--- src/rtl/hub75_pkg.sv ---
`default_nettype none

package hub75_pkg;

    localparam int pixel_width      = 64;
    localparam int pixel_halfheight = 16;  // Rows per scanned half
    localparam int pixel_height     = 2 * pixel_halfheight;
    localparam int pixel_addr_width = 11;
    localparam int fb_depth         = pixel_width * pixel_height;

    localparam int col_width   = $clog2(pixel_width);
    localparam int row_width   = $clog2(pixel_halfheight);
    localparam int plane_count = 6;
    localparam int plane_width = $clog2(plane_count);

    localparam int col_cycles    = 4;  // clk_in cycles per shifted column
    localparam int slot_width    = $clog2(col_cycles);
    localparam int oe_unit       = 8;  // Display time of plane 0
    localparam int display_width = $clog2(oe_unit) + plane_count;
    localparam int blank_cycles  = 2;
    localparam int blank_width   = $clog2(blank_cycles + 1);

    // Wishbone address bit selecting the control register
    localparam int ctrl_reg_bit = 11;

    localparam logic [plane_count-1:0] brightness_enable_reset = '1;
    localparam logic [2:0]             rgb_enable_reset        = 3'b111;

    typedef logic [15:0] pixel_t;  // RGB565

    // 5-bit fields widen by repeating their top bit
    function automatic logic [plane_count-1:0] expand_red(pixel_t px);
        return {px[15:11], px[15]};
    endfunction

    function automatic logic [plane_count-1:0] expand_green(pixel_t px);
        return px[10:5];
    endfunction

    function automatic logic [plane_count-1:0] expand_blue(pixel_t px);
        return {px[4:0], px[4]};
    endfunction

endpackage

`default_nettype wire

--- src/rtl/wb_pixel_port.sv ---
`timescale 1ns/100ps
`default_nettype none

module wb_pixel_port import hub75_pkg::*; (
    input  wire                         clk_in,
    input  wire                         reset,
    input  wire                         wb_cyc,
    input  wire                         wb_stb,
    input  wire                         wb_we,
    input  wire [ctrl_reg_bit:0]        wb_adr,
    input  wire pixel_t                 wb_dat_w,
    input  wire [1:0]                   wb_sel,
    output logic [15:0]                 wb_dat_r,
    output logic                        wb_ack,
    output logic [pixel_addr_width-1:0] ram_address,
    output pixel_t                      ram_write_data,
    output logic                        ram_write_enable,
    output logic                        ram_read_enable,
    input  wire pixel_t                 ram_read_data,
    output logic [plane_count-1:0]      brightness_enable,
    output logic [2:0]                  rgb_enable
);

    logic                   request;      // Cycle open and not yet acknowledged
    logic                   write_cycle;
    logic                   ctrl_sel;
    logic [plane_count+2:0] ctrl_reg;     // {rgb_enable, brightness_enable}

    assign request     = wb_cyc & wb_stb & ~wb_ack;
    assign write_cycle = wb_ack & wb_cyc & wb_stb & wb_we;
    assign ctrl_sel    = wb_adr[ctrl_reg_bit];

    always_ff @(posedge clk_in) begin
        if (reset) begin
            wb_ack <= 1'b0;
        end else begin
            wb_ack <= request;  // Single-cycle ack, one cycle after the request
        end
    end

    // Pixel read goes out with the request so its data lines up with ack
    assign ram_address      = wb_adr[pixel_addr_width-1:0];
    assign ram_write_data   = wb_dat_w;
    assign ram_read_enable  = request & ~wb_we & ~ctrl_sel;
    assign ram_write_enable = write_cycle & ~ctrl_sel & (&wb_sel);  // Whole pixels only

    always_ff @(posedge clk_in) begin
        if (reset) begin
            ctrl_reg <= {rgb_enable_reset, brightness_enable_reset};
        end else if (write_cycle && ctrl_sel) begin
            if (wb_sel[0]) begin
                ctrl_reg[7:0] <= wb_dat_w[7:0];  // Brightness plus red and green enables
            end
            if (wb_sel[1]) begin
                ctrl_reg[8] <= wb_dat_w[8];      // Blue enable
            end
        end
    end

    assign brightness_enable = ctrl_reg[plane_count-1:0];
    assign rgb_enable        = ctrl_reg[plane_count+2:plane_count];

    assign wb_dat_r = ctrl_sel ? 16'(ctrl_reg) : ram_read_data;

endmodule

`default_nettype wire

--- config.mk ---
export PLATFORM = sky130hd
export DESIGN_NAME = wb_pixel_port
export DESIGN_NICKNAME = d
export VERILOG_FILES = /design/src/rtl/hub75_pkg.sv /design/src/rtl/wb_pixel_port.sv
export SDC_FILE = /design/constraint.sdc
export NUM_CORES = 1
export LEC_CHECK = 0
export BUFFER_PORTS_ARGS = -buffer_cell sky130_fd_sc_hd__buf_2
export CAP_MARGIN = 20
export CORE_UTILIZATION = 33
export DETAILED_ROUTE_END_ITERATION = 10
export PLACE_DENSITY_LB_ADDON = 0.3
export SYNTH_ARGS = -nofsm -noshare
export SYNTH_HDL_FRONTEND = slang
export SYNTH_SLANG_ARGS = --single-unit
--- constraint.sdc ---
create_clock -name clk_in -period 2.2 [get_ports clk_in]
set_clock_uncertainty 0.1 [all_clocks]
set_input_delay 0.11 -clock clk_in [delete_from_list [all_inputs] [get_ports clk_in]]
set_output_delay 0.11 -clock clk_in [all_outputs]
set_load 0.01 [all_outputs]
# ---- Word level (Yosys, flattened, before mapping)
# Index checks and enable logic that the tools add are counted.
dict set report word_totals {
  ff_bits 10
  input_bits 51
  elab_cells 20
  output_inout_bits 55
}
dict set report op_classes {
  bitwise_logic 12
  n_reduce_logical 4
  muxes 1
}
# operator n
set ops {}
lappend ops {{16-bit 2-to-1 mux} 1}
lappend ops {{1-bit bitwise AND} 9}
lappend ops {{2-bit AND reduction} 3}
lappend ops {{1-bit inverter} 3}
lappend ops {{1-bit logical AND} 1}

# ---- Depth between registers and ports, before layout
dict set report logic_depth {
  depth_word 5
  ltp_mapped 5
  mapped_depth_nobuf 3
}

# ---- Worst setup path before layout
# Ideal clock, no wire load.
dict set report synth_timing {
  path_kind {flip-flop to flip-flop}
  start {reg wb_ack}
  end {reg ctrl_reg[0]}
  arrival_time_ps 1191
  path_stages_with_launch 5
  period_less_slack_ps 1413
  path_buffers 1
  path_slack_ps 787
  required_time_ps 1978
  setup_time_ps 122
  cell_sequence {dfxtp_1 -> and4_1 -> buf_6 -> nand3_4 -> a221o_1}
}
dict set report synth_via {
  elab_chain_len 5
}
# element line_no
set synth_lines {}
lappend synth_lines {{start: declaration} wb_pixel_port.sv:14} ;# output logic wb_ack,
lappend synth_lines {{start signal: assignment} wb_pixel_port.sv:37} ;# wb_ack <= request;
lappend synth_lines {{1-bit bitwise AND (3 in a row)} wb_pixel_port.sv:30} ;# assign write_cycle = wb_ack & wb_cyc & wb_stb & wb_we;
lappend synth_lines {{1-bit logical AND} wb_pixel_port.sv:50} ;# end else if (write_cycle && ctrl_sel) begin
lappend synth_lines {{2-bit AND reduction (no line)} --}
lappend synth_lines {{end signal: assignment} wb_pixel_port.sv:49} ;# ctrl_reg <= {rgb_enable_reset, brightness_enable_reset};
lappend synth_lines {{end signal: assignment} wb_pixel_port.sv:52} ;# ctrl_reg[7:0] <= wb_dat_w[7:0];
lappend synth_lines {{end: declaration} wb_pixel_port.sv:27} ;# logic [plane_count+2:0] ctrl_reg;
# Every way passes these cells.
# A chain may end at the register's enable or synchronous reset.

# ---- Final worst setup path
dict set report layout_timing {
  start {reg wb_ack}
  end {reg ctrl_reg[5]}
}
# The elaborated chain is that of the path after synthesis.

==> results.txt <==
critical path launch point type: register
Worst Path Max Fanout: 10
# clock sinks: 10
first-pass GRT wire length: 2849 µm
Combinational Power Share: 23.6%
drt first-iter violations: 4
Power Total: 0.0004538 W
Int Power: 0.0003379 W
Reg power frac: 40.5%
hold path endpoint: wb_ack
Vias: 756
RSZ-0062 raised after global routing: false
Initial Utilization: 35.68%
vias in the first global route: 636
die area: 0.002639 mm²
yosys warns: 0
Tmin final: 1.631 ns
Setup Buffers After CTS: 0
Crit path largest cell delay: 0.48 ns
die height: 51.38 µm
FF+latch count, synth: 10
layout cells sized above 1: 70.87%
Vias/cell: 4.877
Max Fclk: 613.3 MHz
routability congestion estimate: 0.5951
CP required: 2.25 ns
R2R cell count: 3
Buf/Inv on CP: 0
register clock-pin slew on the reported worst setup and hold paths: 0.07 ns
static leakage: 0.4760 nW
Setup CP Type: reg2reg
syn_area_per_cell: 9.355 µm²
CP max-delay cell: and4_1
DRT Pass-1 Iters: 2
DIE WIDTH: 51.38 µm
NumNets Final: 179
Post-Syn Instances: 86
WP data arrival: 1.68 ns
Switching Fraction: 25.53%
Area growth, synth to finish: 21.62%
Peak supply drop: 0.0002951 V
final setup violation count: 0
Seq/Total Area, Yosys: 24.88%
min-delay src: wb_stb
CTS Buf Count: 3
# diodes: 0
drt wl/cell: 13.04 µm
cell class contributing the biggest share of worst-path delay: simple AND/OR/NAND/NOR gates
clock tree buffer depth: 2
Final Hold Viols: 0
post-place setup slack: 0.5811 ns
final worst setup slack: 0.5694 ns
post-route ant nets: 0
hold_buf cts: 0
Pwr per Cell Area: 463.8 mW/mm²
IO Port Bufs: 69
Top Ports: 106
Netlist cell types: 18
reg2reg start: wb_ack
outcome: finished, final reports clean
initial antenna violation count: 0
TritonCTS clock tree: done
Clock power frac: 35.9%
Hold WC Path Type: in2reg
number of remaining DRC errors: 0
Post-Syn Area: 804.5 µm²
Row Count: 17
GRT Total Usage: 14.70%
max reg flops: 9
sw power: 0.0001158 W
Root Buffer: clkbuf_4
Slew Viols, Final: 0
crit-path cells: and4_1 -> nand3_4 -> a221o_1
Reg2Reg Setup Slack: 0.57 ns
Total Wirelength: 2021 µm
reg2reg end: ctrl_reg[5]
total core area: 0.002255 mm²
H-tree levels: 1
Setup crit end kind: register
filler instances: 252
Max-slew headroom: 65.05%
final period utilization: 74.12%
hold path depth: 3
largest net degree at the start of global routing: 30
Skew-Pair Late Insertion Delay: 0.26 ns
Gates resized, CTS repair: 0
syn_nets: 137
grt ovf: 0
worst slew pin tran: 0.5242 ns
Setup TNS: 0 ns
max-cap viol count: 0
-- cells in the final DEF (no fill, tap or decap) --
master    instances
buf_2            69
dfxtp_1          10
mux2_2            9
a221o_1           8
nor2b_1           7
and3_2            7
nand2_1           4
clkbuf_4          3
nor3_1            2
nor4_1            1
nand4_1           1
and4_1            1
nand3_4           1
and3_1            1
o21ai_0           1
a41oi_1           1
clkbuf_8          1
-- synthesized netlist by cell type --
cell | n | area [µm²]
nor4_1 | 1 | 6.260
nand3_4 | 1 | 17.52
and4_1 | 1 | 8.760
a41oi_1 | 1 | 8.760
nor2b_1 | 7 | 43.79
buf_2 | 1 | 5.000
o21ai_0 | 1 | 5.000
nor3_1 | 2 | 10.01
buf_6 | 2 | 22.52
and3_1 | 1 | 6.260
a221o_1 | 8 | 80.08
nand2_1 | 4 | 15.01
dfxtp_1 | 10 | 200.2
buf_4 | 28 | 210.2
mux2_2 | 9 | 101.4
and3_2 | 7 | 52.55
clkbuf_2 | 1 | 5.000
nand4_1 | 1 | 6.260
-- power by group through the flow --
stage	Clock [W]	Combinational [W]	Sequential [W]
floorplan	0	0.0000966	0.000188
global placement	0	0.000105	0.000188
detailed placement	0	0.000108	0.000188
CTS	0.000165	0.000108	0.000184
global route	0.000177	0.000116	0.000184
finish	0.000163	0.000107	0.000184
-- logic make-up (layout without fill, tap and decap cells) --
| logic type | count (synthesis) | in the layout | share of synthesized area, % |
|---|---|---|---|
| AND/OR/NAND/NOR | 25 | 25 | 20.69 |
| buffers and inverters | 32 | 73 | 30.17 |
| flip-flops | 10 | 10 | 24.88 |
| AO/OA/AOI/OAI | 10 | 10 | 11.66 |
| multiplexers | 9 | 9 | 12.60 |
-- cell type report --
cell class,instances,area [µm²],share of cell area (%)
multi-input cells,44,361.6,36.96
repair buffers,69,345.3,35.29
flip-flops and latches,10,200.2,20.46
clock buffers,4,36.28,3.708
well taps,28,35.03,3.581
-- worst min-delay path: stages --
cell and delay, ns:
buf_2 0.11, nand2_1 0.07, nor3_1 0.04
-- layer usage --
layer / part of all wire [%] / wire length [µm] / GRT usage (%) / vias to the layer above
li1: - / - / - / 362
met1: 40 / 807 / 15.08 / 331
met2: 45 / 910 / 23.16 / 45
met3: 9.4 / 190 / 5.357 / 18
met4: 5.5 / 112 / 13.06 / 0
met5: 0 / 0 / 0 / -
-- through the flow --
stage	hold WS (ns)	instances	area (µm²)	utilization, %
2_1_floorplan	0.1532	86	804.5	-
3_3_place_gp	0.1201	151	942.2	41.79
3_5_place_dp	0.1201	151	942.2	41.79
4_1_cts	0.009896	155	978.4	43.40
5_1_grt	0.02286	155	978.4	43.40
6_report	0.01485	155	978.4	43.40
-- worst max-delay path by stage --
stage          startpoint     endpoint  slack (ns)  cells past startpoint
2_1_floorplan      wb_ack  ctrl_reg[0]        0.79                      4
3_3_place_gp       wb_ack  ctrl_reg[1]        0.64                      3
3_5_place_dp       wb_ack  ctrl_reg[0]        0.58                      3
4_1_cts            wb_ack  ctrl_reg[5]        0.57                      3
5_1_grt            wb_ack  ctrl_reg[1]        0.52                      3
6_report           wb_ack  ctrl_reg[5]        0.57                      3
(Power assumes the default switching activity.)
