<file path="src/rtl/hub75_pkg.sv">
`default_nettype none

package hub75_pkg;

    localparam int pixel_width      = 64;
    localparam int pixel_halfheight = 16;  // Rows per scanned half
    localparam int pixel_height     = 2 * pixel_halfheight;
    localparam int pixel_addr_width = 11;
    localparam int fb_depth         = pixel_width * pixel_height;

    localparam int col_width   = $clog2(pixel_width);
    localparam int row_width   = $clog2(pixel_halfheight);
    localparam int plane_count = 6;
    localparam int plane_width = $clog2(plane_count);

    localparam int col_cycles    = 4;  // clk_in cycles per shifted column
    localparam int slot_width    = $clog2(col_cycles);
    localparam int oe_unit       = 8;  // Display time of plane 0
    localparam int display_width = $clog2(oe_unit) + plane_count;
    localparam int blank_cycles  = 2;
    localparam int blank_width   = $clog2(blank_cycles + 1);

    // Wishbone address bit selecting the control register
    localparam int ctrl_reg_bit = 11;

    localparam logic [plane_count-1:0] brightness_enable_reset = '1;
    localparam logic [2:0]             rgb_enable_reset        = 3'b111;

    typedef logic [15:0] pixel_t;  // RGB565

    // 5-bit fields widen by repeating their top bit
    function automatic logic [plane_count-1:0] expand_red(pixel_t px);
        return {px[15:11], px[15]};
    endfunction

    function automatic logic [plane_count-1:0] expand_green(pixel_t px);
        return px[10:5];
    endfunction

    function automatic logic [plane_count-1:0] expand_blue(pixel_t px);
        return {px[4:0], px[4]};
    endfunction

endpackage

`default_nettype wire

</file>
<file path="src/rtl/scan_if.sv">
`timescale 1ns/100ps
`default_nettype none

interface scan_if;

    logic [5:0] column_address;
    logic [3:0] row_address;       // Row within the top half
    logic [2:0] plane;
    logic       pixel_load_start;  // First cycle of a column slot

    modport scanner (
        output column_address,
        output row_address,
        output plane,
        output pixel_load_start
    );

    modport fetcher (
        input column_address,
        input row_address,
        input plane,
        input pixel_load_start
    );

endinterface

`default_nettype wire

</file>
<file path="src/rtl/matrix_scan.sv">
`timescale 1ns/100ps
`default_nettype none

module matrix_scan import hub75_pkg::*; (
    input  wire                  clk_in,
    input  wire                  reset,
    scan_if.scanner              scan,
    output logic                 clk_pixel,
    output logic                 row_latch,
    output logic                 output_enable,
    output logic [row_width-1:0] row_address_active
);

    typedef enum logic [2:0] {
        st_shift,
        st_blank_pre,
        st_latch,
        st_blank_post,
        st_display
    } scan_state_t;

    scan_state_t              state;
    logic                     scan_run;       // Holds the sequencer for one cycle out of reset
    logic [slot_width-1:0]    slot_cycle;
    logic [col_width-1:0]     column;
    logic [row_width-1:0]     row;
    logic [plane_width-1:0]   plane;
    logic [blank_width-1:0]   blank_count;
    logic [display_width-1:0] display_timer;
    logic                     slot_end;
    logic                     last_blank;

    assign slot_end   = (slot_cycle == slot_width'(col_cycles - 1));
    assign last_blank = (blank_count == blank_width'(blank_cycles - 1));

    assign scan.column_address   = column;
    assign scan.row_address      = row;
    assign scan.plane            = plane;
    assign scan.pixel_load_start = scan_run && (state == st_shift) && (slot_cycle == '0);

    assign row_latch     = (state == st_latch);
    assign output_enable = (state == st_display);

    always_ff @(posedge clk_in) begin
        if (reset) begin
            scan_run           <= 1'b0;
            state              <= st_shift;
            slot_cycle         <= '0;
            column             <= '0;
            row                <= '0;
            plane              <= '0;
            blank_count        <= '0;
            display_timer      <= '0;
            clk_pixel          <= 1'b0;
            row_address_active <= '0;
        end else begin
            scan_run <= 1'b1;
            // High for the cycle after the last slot cycle, once rgb has settled
            clk_pixel <= scan_run && (state == st_shift) && slot_end;
            if (scan_run) begin
                case (state)
                    st_shift: begin
                        slot_cycle <= slot_end ? '0 : slot_cycle + 1'b1;
                        if (slot_end) begin
                            column <= column + 1'b1;
                            if (column == col_width'(pixel_width - 1)) begin
                                column      <= '0;
                                blank_count <= '0;
                                state       <= st_blank_pre;
                            end
                        end
                    end
                    st_blank_pre: begin
                        blank_count <= blank_count + 1'b1;
                        if (last_blank) begin
                            state              <= st_latch;
                            row_address_active <= row;  // Panel row follows the latch
                        end
                    end
                    st_latch: begin
                        blank_count <= '0;
                        state       <= st_blank_post;
                    end
                    st_blank_post: begin
                        blank_count <= blank_count + 1'b1;
                        if (last_blank) begin
                            // Binary weighted on-time
                            display_timer <= (display_width'(oe_unit) << plane) - 1'b1;
                            state         <= st_display;
                        end
                    end
                    st_display: begin
                        display_timer <= display_timer - 1'b1;
                        if (display_timer == '0) begin
                            state <= st_shift;
                            if (plane == plane_width'(plane_count - 1)) begin
                                plane <= '0;
                                row   <= row + 1'b1;  // Wraps after the last row of the half
                            end else begin
                                plane <= plane + 1'b1;
                            end
                        end
                    end
                    default: state <= st_shift;
                endcase
            end
        end
    end

endmodule

`default_nettype wire

</file>
<file path="src/flat_wrapper.sv">
// flat-port wrapper written by rule: the top's interface ports become plain ports
module matrix_scan_flat import hub75_pkg::*;
  (clk_in, reset, clk_pixel, row_latch, output_enable, row_address_active, scan_column_address, scan_row_address, scan_plane, scan_pixel_load_start);
  scan_if scan_i ();
  input  wire clk_in;
  input  wire reset;
  output logic clk_pixel;
  output logic row_latch;
  output logic output_enable;
  output logic [row_width-1:0] row_address_active;
  output wire logic [$bits(scan_i.column_address)-1:0] scan_column_address;
  output wire logic [$bits(scan_i.row_address)-1:0] scan_row_address;
  output wire logic [$bits(scan_i.plane)-1:0] scan_plane;
  output wire logic [$bits(scan_i.pixel_load_start)-1:0] scan_pixel_load_start;
  assign scan_column_address = scan_i.column_address;
  assign scan_row_address = scan_i.row_address;
  assign scan_plane = scan_i.plane;
  assign scan_pixel_load_start = scan_i.pixel_load_start;
  matrix_scan u_core (.clk_in(clk_in), .reset(reset), .scan(scan_i), .clk_pixel(clk_pixel), .row_latch(row_latch), .output_enable(output_enable), .row_address_active(row_address_active));
endmodule
</file>
<file path="config.mk">
export PLATFORM = sky130hd
export DESIGN_NAME = matrix_scan_flat
export DESIGN_NICKNAME = d
export VERILOG_FILES = /design/src/rtl/hub75_pkg.sv /design/src/rtl/scan_if.sv /design/src/rtl/matrix_scan.sv /design/src/flat_wrapper.sv
export SDC_FILE = /design/constraint.sdc
export NUM_CORES = 1
export LEC_CHECK = 0
export BUFFER_PORTS_ARGS = -buffer_cell sky130_fd_sc_hd__buf_4
export CAP_MARGIN = 25
export CELL_PAD_IN_SITES_DETAIL_PLACEMENT = 1
export CELL_PAD_IN_SITES_GLOBAL_PLACEMENT = 2
export CORE_UTILIZATION = 33
export DETAILED_ROUTE_END_ITERATION = 10
export PLACE_DENSITY = 0.88
export SLEW_MARGIN = 40
export SYNTH_ARGS = -nofsm -noshare
export SYNTH_HDL_FRONTEND = slang
export SYNTH_SLANG_ARGS = --single-unit
</file>
<file path="constraint.sdc">
create_clock -name clk_in -period 3.4 [get_ports clk_in]
set_input_delay 0.34 -clock clk_in [delete_from_list [all_inputs] [get_ports clk_in]]
set_output_delay 0.34 -clock clk_in [all_outputs]
set_load 0.01 [all_outputs]
</file>
### Word level (Yosys, flattened, before mapping)

Index checks and enable logic that the tools add are counted.

| storage, ports and cells | value |
|---|---|
| output and inout bits | 21 |
| register bits after elaboration | 35 |
| word-level logic and storage cells | 63 |

| cells by class | value |
|---|---|
| shift operators | 1 |
| add/subtract/negate cells | 7 |
| eq/ne operators | 13 |
| reduce and logical (&&, ||, !) cells | 17 |
| muxes and demuxes | 15 |

Operators with widths:

| kind | count |
|---|---|
| two-way mux 3 bit | 6 |
| case mux 9 bit (2 select lines) | 1 |
| subtractor 9 x 1 -> 9 bit (second input constant) | 2 |
| case mux 3 bit (5 select lines) | 1 |
| AND reduction 3 bit | 4 |
| logical NOT 9 bit | 1 |
| two-way mux 9 bit | 1 |
| left shift 4 x 3 -> 9 bit (first input constant) | 1 |
| != test 2 x 1 -> 1 bit (second input constant) | 4 |
| AND reduction 4 bit | 2 |
| adder 6 x 1 -> 6 bit (second input constant) | 1 |
| == test 3 x 2 -> 1 bit (second input constant) | 2 |
| == test 3 bit (second input constant) | 2 |
| == test 6 bit (second input constant) | 1 |
| two-way mux 2 bit | 3 |
| two-way mux 6 bit | 1 |
| case mux 2 bit (3 select lines) | 1 |
| AND reduction 6 bit | 1 |
| adder 2 x 1 -> 2 bit (second input constant) | 2 |
| adder 4 x 1 -> 4 bit (second input constant) | 1 |
| adder 3 x 1 -> 3 bit (second input constant) | 1 |
| == test 3 x 1 -> 1 bit (second input constant) | 1 |
| logical AND 1 bit | 3 |
| logical NOT 3 bit | 1 |
| 9 further kinds | 9 |

### Depth between registers and ports, before layout

Gate-level depths: netlist of the first run.

| depth | value |
|---|---|
| depth after elaboration | 4 |
| gate-level depth with buffers | 12 |

### Worst setup path before layout of the first run

OpenSTA, ideal clock, no wires.

| path | value |
|---|---|
| path kind | register -> register |
| from | register u_core.state[0] |
| to | register u_core.display_timer[8] |
| data arrival time | 2.468 ns |
| path buffers | 3 |
| cell stages (with the launch flop) | 11 |
| setup time | 0.120 ns |
| slack | 0.812 ns |
| clock period less this slack | 2.588 ns |
| path through | dfxtp_1 clkbuf_1 or3b_1 inv_2 buf_2 buf_2 nand2_1 ha_1 or3b_2 o32a_1 a211o_1 |

| on the way | value |
|---|---|
| cells in the longest elaborated chain, start to end | 3 |
| elaborated cells on any way between the ends | 6 |

Ends and longest elaborated chain:

| what | RTL line | source |
|---|---|---|
| from (decl) | matrix_scan.sv:22 | `scan_state_t state;` |
| from (signal assigned) | matrix_scan.sv:47 | `state <= st_shift;` |
| from (signal assigned) | matrix_scan.sv:69 | `state <= st_blank_pre;` |
| from (signal assigned) | matrix_scan.sv:76 | `state <= st_latch;` |
| == test 3 bit * | - |  |
| via output_enable | flat_wrapper.sv:9 | `output logic output_enable;` |
| nonzero test 2 bit (no line) | - |  |
| AND reduction 3 bit (no line) | - |  |
| to (signal assigned) | matrix_scan.sv:88 | `display_timer <= (display_width'(oe_unit) << plane) - 1'b1;` |
| to (signal assigned) | matrix_scan.sv:93 | `display_timer <= display_timer - 1'b1;` |
| to (decl) | matrix_scan.sv:29 | `logic [display_width-1:0] display_timer;` |

The timed path passes the listed nets; every way through them passes the cells marked *.
A chain may end at the register's enable or synchronous reset.

### Worst setup path after layout of the first run

| path | value |
|---|---|
| from | register u_core.state[0] |
| to | register u_core.display_timer[8] |

| on the way | value |
|---|---|
| cells in the longest elaborated chain, start to end | 3 |
| elaborated cells on any way between the ends | 6 |

Ends and longest elaborated chain:

| what | RTL line | source |
|---|---|---|
| == test 3 x 2 -> 1 bit or == test 3 bit (tied branches) | matrix_scan.sv:61 | `case (state)` |
| != test 2 x 1 -> 1 bit (no line) or nonzero test 2 bit (tied branches) | - |  |
| AND reduction 3 bit (no line) | - |  |

Several ways; a longest one is shown, not always the timed one.

==> impl_metrics.toml, run 1 <==
[logic_synthesis]
async_flop_share_pct = 0
synth-edff-count = 0
ys_seq_area_share_pct = 37.9
postSynthCellCount = 234
synth_seq_cells = 35
syn_area_mm2 = 0.00185
yosys.area.top_type_share_pct = 37.9
ys.flop_type = "dfxtp_1"
synth_warnings = 0
synthTopCellsByArea = "dfxtp_1, nor2_1, a21oi_1, nand2_1, ha_1"
avgSynthCellArea_um2 = 7.90
yosysTopAreaCell = "dfxtp_1"
syn_nets = 243
synth_cell_types = 45

[flow_run]
maxCapViolCount = 0

[timing]
skew_ps = 6.41
relSlewSlack_pct = 62.6
period_needed_ps = 2860
tns_ps = 0
tightestPinTransition_ps = 557
setup_viol = 0
max_clock_freq_ghz = 0.350
rsz0062_at_grt = "false"
fin_crit_sh_pct = 84.0
final-max-slew-violation-count = 0
timing_hold_violations_final = 0

[worst_setup_path]
cp_slowest_cell = "dfxtp_1"
cp.required_ps = 3590
cp-start-kind = "flop"
end_kind = "flop"
max_stage_delay_ps = 530
path_max_fanout = 20
cp.arrival_ps = 3050
crit_chain = "or3b_1, inv_2, nand2_1, ha_1, or3b_2, o21ai_0, nand2_1, and3_1, a211o_1"
crit_type = "reg2reg"
cp_common_cell = "nand2_1"

[route]
viasPerCell = 5.23
ant_nets = 0
routed_wl_um = 4470
vias = 1664
drcViolationCount = 0
dr.first_iter.drc_count = 86
wl_per_cell_um = 14.1
first_pass_iters = 4

[clock_tree]
ctsLongestPathBuffers = 2
h-tree-depth = 2
cts_hold_buf = 0
postCtsSetupRepairBufs = 0
cts_tree = "done"
clock-root-buffer = "clkbuf_8"
clk_pin_slew_ps = 80
cts_sinks = 35
numCtsBuffers = 5
clock_latency_ps = 300
cts-resized-gates = 0

[floorplan]
dieArea_mm2 = 0.00591
die_y_um = 76.9
start_util_pct = 35.3
fp.coreArea_mm2 = 0.00524
die_w_um = 76.9
boundaryPins = 23
num_rows = 26

[global_routing]
track_usage_pct = 16.3
grt_pass1_vias = 1574
grt_pass1_wl_um = 7690
overflow = 0
grt_max_degree = 33
antenna_found_initial = 0

[finish]
drive_above_1_share_pct = 14.1
n_antenna_cell = 0
fill_cells = 635
num-nets-final = 256
area_growth_pct = 15.1
utilization_pct = 40.6
fin_area_mm2 = 0.00213

[place]
place_area_mm2 = 0.00203
hpwl_um = 3110
gp_congestion = 0.741
portBuffers = 22

[power_and_ir_drop]
p_per_area_mw_per_mm2 = 369
vdd.ir_drop.worst_mv = 0.238
p_leak_nw = 0.810

[min_path]
hold_path.class = "in2reg"

[outcome]
status = "complete, no violations"
==> through the flow <==
step                      hold slack, ps  power [mW]  setup WS (ps)  std cells
after global placement               465       0.464            683        310
after floorplan                      444       0.455            812        234
after detailed placement             479       0.464            581        310
after global routing                 451       0.816            246        318
final                                426       0.785            543        318
after CTS                            437       0.795            544        318
==> power breakdown <==
| part | internal (mW) | switching, mW |
|---|---|---|
| sequential | 0.413 | 0.00544 |
| combinational | 0.0129 | 0.0220 |
| clock | 0.165 | 0.166 |
==> synthesized netlist by cell type, types with 2 or more instances <==
| cell | count |
|---|---|
| nor2_1 | 37 |
| dfxtp_1 | 35 |
| nand2_1 | 25 |
| a21oi_1 | 21 |
| o21ai_0 | 16 |
| clkbuf_1 | 11 |
| ha_1 | 7 |
| inv_1 | 7 |
| xor2_1 | 7 |
| nand3_1 | 6 |
| mux2i_1 | 5 |
| and3_1 | 4 |
| buf_2 | 4 |
| nor3_1 | 4 |
| nor4_1 | 4 |
| a211oi_1 | 3 |
| and2_1 | 3 |
| nand4_1 | 3 |
| nand3b_1 | 2 |
| nor3b_1 | 2 |
| nor4b_1 | 2 |
| o32a_1 | 2 |
| xnor2_1 | 2 |
==> final cells by class <==
class / count / area (um^2) / share of cell area, %
sequential: 35 / 701 / 32.9
multi-input combinational: 175 / 1050 / 49.1
clock inverter: 2 / 16.3 / 0.764
inverter: 8 / 30.0 / 1.41
tap: 70 / 87.6 / 4.12
clock buffer: 6 / 82.6 / 3.88
timing repair buffer: 22 / 165 / 7.76
==> cell usage in the layout, fill, tap and decap left out, types with 2 or more instances in the layout <==
master | Yosys | final
nor2_1 | 37 | 37
dfxtp_1 | 35 | 35
nand2_1 | 25 | 25
buf_4 | 0 | 22
a21oi_1 | 21 | 21
o21ai_0 | 16 | 16
inv_1 | 7 | 7
xor2_1 | 7 | 7
ha_1 | 7 | 7
nand3_1 | 6 | 6
clkbuf_8 | 0 | 6
mux2i_1 | 5 | 5
nor3_1 | 4 | 4
nor4_1 | 4 | 4
and3_1 | 4 | 4
and2_1 | 3 | 3
a211oi_1 | 3 | 3
nand4_1 | 3 | 3
nor3b_1 | 2 | 2
nand3b_1 | 2 | 2
nor4b_1 | 2 | 2
o32a_1 | 2 | 2
xnor2_1 | 2 | 2
==> routing by layer <==
metal,global-route usage (%),wire length [um],up-vias
li1,-,-,848
met1,22.4,2300,788
met2,24.8,1970,23
met3,2.50,136,5
met4,7.50,65,0
met5,0,0,-
==> worst max-delay path, delay by kind of cell, from the launching register on <==
family / cells / cell delay (ps)
buf+inv: 1 / 240
simple gates: 5 / 1320
flops: 1 / 530
compound gates: 2 / 380
fa+ha+maj: 1 / 290
==> final timing paths <==
kind | slack, ps | start | to | cells past startpoint
setup reg to reg | 540 | u_core.state[0] | u_core.display_timer[8] | 9
hold reg to reg | 500 | u_core.row_address_active[2] | u_core.row_address_active[2] | 2
setup / recovery | 540 | u_core.state[0] | u_core.display_timer[8] | 9
hold / removal | 430 | reset | u_core.scan.column_address[1] | 2
==> flip-flops by register name, indices dropped and copies added (netlist names) <==
signal and cells:
u_core.clk_pixel 1, u_core.scan_run 1, u_core.scan.plane 3, u_core.scan.row_address 4, u_core.state 3, u_core.display_timer 9, u_core.row_address_active 4, u_core.blank_count 2
u_core.scan.column_address 6, u_core.slot_cycle 2
==> kinds of logic after synthesis <==
logic type,count (synthesis),share of synthesized area (%)
compound gates,53,16.8
xor+xnor,9,4.26
fa+ha+maj,7,4.74
buf+inv,24,5.55
flops,35,37.9
mux,5,2.71
simple gates,101,28.0
Power figures use the tool's default switching activity.
==> inputs of run 2 (changes only) <==
clock period = 2.75 ns   (was 3.4 ns; I/O delays follow)
==> run 2 against run 1 <==
- setup slack worse by 220 ps
- via count is 0.72% higher
- core utilization is 0.57 points higher
- maximum frequency is 18% higher
- final cell count is 0.63% higher
- combinational power is 27% higher
- critical path depth stayed put
- count of clock-buffer cells in the layout is 1 lower
- non-clock buffer count is 3 higher
==> impl_metrics.toml, run 2 (same netlist as run 1, synthesis figures left out) <==
[floorplan]
fp.coreArea_mm2 = 0.00524
start_util_pct = 35.3
dieArea_mm2 = 0.00591
die_w_um = 76.9
die_y_um = 76.9
num_rows = 26
boundaryPins = 23

[timing]
final-max-slew-violation-count = 0
period_needed_ps = 2420
tns_ps = 0
max_clock_freq_ghz = 0.412
fin_crit_sh_pct = 88.2
skew_ps = 5.08
tightestPinTransition_ps = 569
rsz0062_at_grt = "false"
timing_hold_violations_final = 0
setup_viol = 0
relSlewSlack_pct = 62.0
holdWs_ps = 370

[power_and_ir_drop]
intPower_mw = 0.793
p_switching_mw = 0.228
switching_share_pct = 22.3
vdd.ir_drop.worst_mv = 0.254
p_leak_nw = 0.828
p_clk_share_pct = 44.9
seqPwrFrac_pct = 50.8
combinationalPowerShare_pct = 4.3
p_per_area_mw_per_mm2 = 473

[min_path]
min_path_cells = 2
hold_path.class = "in2reg"

[route]
drcViolationCount = 0
wl_met2_um = 2100
ant_nets = 0
met1_length_um = 2210
met3_length_um = 122
top_layer_used = "met4"
first_pass_iters = 4
dr.first_iter.drc_count = 91
vias = 1676
viasPerCell = 5.24
routed_wl_um = 4490
wl_per_cell_um = 14.0

[finish]
drive_above_1_share_pct = 14.8
num-nets-final = 259
area_growth_pct = 16.7
largest_register_ffs = 9
fill_cells = 641
final_common_cell = "nor2_1"
utilization_pct = 41.2
n_antenna_cell = 0
layout_common_cells = "nor2_1, dfxtp_1, nand2_1, buf_4, a21oi_1"
regMostFlops = "u_core.display_timer"

[flow_run]
maxCapViolCount = 0

[clock_tree]
clk_pin_slew_ps = 80
cts_sinks = 35
numCtsBuffers = 5
postCtsSetupRepairBufs = 0
cts_tree = "done"
cts_hold_buf = 0
cts-resized-gates = 0
clock_latency_ps = 290
h-tree-depth = 2
ctsLongestPathBuffers = 2
clock-root-buffer = "clkbuf_8"

[worst_setup_path]
cp_slowest_cell = "or3b_2"
path_max_fanout = 11
cp.arrival_ps = 2610
end_kind = "flop"
cp_common_cell = "nand2_1"
crit_type = "reg2reg"
max_stage_delay_ps = 530
rr_worst_depth = 9
cp.required_ps = 2930
crit_chain = "or3b_1, inv_2, nand2_1, ha_1, or3b_2, o21ai_0, nand2_1, and3_1, a211o_1"
cp-start-kind = "flop"

[global_routing]
overflow = 0
grt_pass1_vias = 1654
grt_max_degree = 33
antenna_found_initial = 0
grt_pass1_wl_um = 7830
track_usage_pct = 16.5

[place]
hpwl_um = 3130
gp_congestion = 0.772
portBuffers = 22

[outcome]
status = "complete, no violations"
-- run 2: cell types whose count changed in the layout (fill, tap and decap cells not counted) --
cell / change
buf_4: +3
bufinv_16: +1
clkbuf_8: -1
clkinv_4: -1
-- run 2: per-layer routing --
metal	vias up	track usage, %
met5	-	0
met4	0	5.77
met3	5	3.93
met2	19	27.1
met1	802	20.8
li1	850	-
-- run 2: power by group through the flow --
stage	Sequential, mW	Combinational [mW]	Clock [mW]
6_report	0.518	0.0442	0.458
3_5_place_dp	0.530	0.0450	0
3_3_place_gp	0.530	0.0444	0
4_1_cts	0.518	0.0451	0.470
5_1_grt	0.519	0.0521	0.486
2_1_floorplan	0.527	0.0365	0
-- run 2: per-stage QoR --
stage               total power [mW]  cells  instance area, um^2  setup slack (ps)
finish                          1.02    320                 2160               325
detailed placement             0.575    313                 2050               367
floorplan                      0.563    234                 1850               162
global placement               0.574    313                 2050               453
CTS                             1.03    320                 2160               354
global route                    1.06    320                 2160               138
-- run 2: final timing paths --
| check | endpoint | startpoint | slack (ps) |
|---|---|---|---|
| worst min register to register | u_core.display_timer[7] | u_core.display_timer[7] | 490 |
| worst max-delay path | u_core.display_timer[8] | u_core.state[0] | 330 |
| worst min-delay path | u_core.scan.row_address[0] | reset | 370 |
| worst max register to register | u_core.display_timer[8] | u_core.state[0] | 330 |
-- run 2: layout make-up --
cell class	count	area (um^2)	area share, %
inverter	8	30.0	1.39
tap	70	87.6	4.06
sequential	35	701	32.5
multi-input combinational	175	1050	48.5
timing repair buffer	25	188	8.70
clock inverter	2	37.5	1.74
clock buffer	5	68.8	3.19
-- run 2: critical path, delay by kind of cell, from the launching register on --
| family | cells | cell delay [ps] |
|---|---|---|
| flops | 1 | 510 |
| simple gates | 5 | 1060 |
| buf+inv | 1 | 70 |
| fa+ha+maj | 1 | 290 |
| compound gates | 2 | 400 |
==> inputs of run 3 (changes only) <==
--- a/config.mk
+++ b/config.mk
@@ -13,4 +13,5 @@
 export DETAILED_ROUTE_END_ITERATION = 10
 export PLACE_DENSITY = 0.88
+export REMOVE_ABC_BUFFERS = 1
 export SLEW_MARGIN = 40
 export SYNTH_ARGS = -nofsm -noshare
==> constraint.sdc (replaced) <==
create_clock -name clk_in -period 2.75 [get_ports clk_in]
set_input_delay 0.275 -clock clk_in [delete_from_list [all_inputs] [get_ports clk_in]]
set_output_delay 0.275 -clock clk_in [all_outputs]
set_load 0.02 [all_outputs]
==> run 3 against run 2 <==
- sequential share of layout area up 0.075 points
- highest routed layer unchanged
- clock power down 14%
- first-iteration DRC count down 1.1%
- flip-flop and latch count unchanged
- cell area down 0.23%
- hold slack worse by 16 ps
==> impl_metrics.toml, run 3 (same netlist as run 1, synthesis figures left out) <==
[finish]
layout_common_cells = "nor2_1, dfxtp_1, buf_4"
regMostFlops = "u_core.display_timer"
area_growth_pct = 16.4
largest_register_ffs = 9
fill_cells = 646
drive_above_1_share_pct = 15.5
n_antenna_cell = 0
num-nets-final = 260
utilization_pct = 41.1
final_common_cell = "nor2_1"

[worst_setup_path]
cp.arrival_ps = 2620
regToRegSetupSlack_ps = 320
crit_type = "reg2reg"
rr_worst_depth = 9
max_stage_delay_ps = 530
startpoint = "u_core.state[0]"
cp-start-kind = "flop"
cp.required_ps = 2950
crit_chain = "or3b_1, inv_2, nand2_1, ha_1, or3b_2, o21ai_0, nand2_1, and3_1, a211o_1"
path_max_fanout = 11
cp_slowest_cell = "or3b_2"
r2r_start = "u_core.state[0]"
cp_common_cell = "nand2_1"
end_kind = "flop"

[power_and_ir_drop]
switching_share_pct = 26.0
seqPwrFrac_pct = 54.0
p_leak_nw = 0.827
combinationalPowerShare_pct = 4.8
vdd.ir_drop.worst_mv = 0.214
p_clk_share_pct = 41.2
p_per_area_mw_per_mm2 = 445
p_switching_mw = 0.250
intPower_mw = 0.709

[floorplan]
dieArea_mm2 = 0.00591
start_util_pct = 35.3
num_rows = 26
die_w_um = 76.9
boundaryPins = 23
fp.coreArea_mm2 = 0.00524
die_y_um = 76.9

[clock_tree]
postCtsSetupRepairBufs = 0
cts-resized-gates = 0
ctsLongestPathBuffers = 2
cts_tree = "done"
clock-root-buffer = "clkbuf_8"
clock_latency_ps = 300
clk_pin_slew_ps = 80
h-tree-depth = 2
cts_hold_buf = 0
numCtsBuffers = 5
cts_sinks = 35

[min_path]
hold_path.class = "in2reg"
min-delay-start = "reset"
min_path_cells = 2

[global_routing]
antenna_found_initial = 0
overflow = 0
grt_pass1_vias = 1582
grt_pass1_wl_um = 7790
grt_max_degree = 33
track_usage_pct = 16.6

[place]
portBuffers = 22
hpwl_um = 3100
gp_congestion = 0.728

[route]
dr.first_iter.drc_count = 90
wl_per_cell_um = 13.9
vias = 1662
ant_nets = 0
viasPerCell = 5.16
routed_wl_um = 4480
first_pass_iters = 4
drcViolationCount = 0

[timing]
setup_viol = 0
period_needed_ps = 2430
relSlewSlack_pct = 62.8
fin_crit_sh_pct = 88.3
skew_ps = 4.37
rsz0062_at_grt = "false"
tns_ps = 0
tightestPinTransition_ps = 554
final-max-slew-violation-count = 0
timing_hold_violations_final = 0
max_clock_freq_ghz = 0.412

[outcome]
status = "complete, no violations"

[flow_run]
maxCapViolCount = 0
-- run 3: through the flow --
stage                     area (um^2)  instances  hold slack (ps)  setup slack (ps)  total power, mW
after floorplan                  1780        218              344               275            0.556
after global placement           2060        314              466               389            0.576
after detailed placement         2060        314              476               363            0.576
after CTS                        2150        322              355               332            0.976
after global routing             2150        322              372               154             1.00
final                            2150        322              354               321            0.959
-- run 3: power groups by stage --
stage	logic [mW]	registers [mW]	clock network, mW
floorplan	0.0274	0.528	0
global placement	0.0459	0.530	0
detailed placement	0.0464	0.530	0
CTS	0.0467	0.518	0.412
global route	0.0516	0.519	0.429
finish	0.0456	0.518	0.395
-- run 3: worst max-delay path, delay by kind of cell, from the launching register on --
kind            cells  cell delay [ps]
simple gates        5             1050
flops               1              520
compound gates      2              390
fa+ha+maj           1              270
buf+inv             1               80
-- run 3: final cells by class --
type	instances	area, um^2	share of cell area (%)
flip-flops and latches	35	701	32.5
clock inverters	3	25.0	1.16
well taps	70	87.6	4.07
multi-input cells	175	1050	48.6
inverters	8	30.0	1.39
repair buffers	26	195	9.06
clock buffers	5	68.8	3.20
-- run 3: final timing paths --
path                                                      to
worst max-delay path                 u_core.display_timer[8]
worst min-delay path            u_core.row_address_active[2]
worst max register to register       u_core.display_timer[8]
worst min register to register         u_core.blank_count[1]
-- run 3: per-layer routing --
layer  track usage (%)  vias up  share of wire, %
met4              6.35        0               1.5
met2              24.4       22                43
met5                 0        -                 0
li1                  -      851                 -
met3              4.17        7               3.5
met1              23.0      782                52
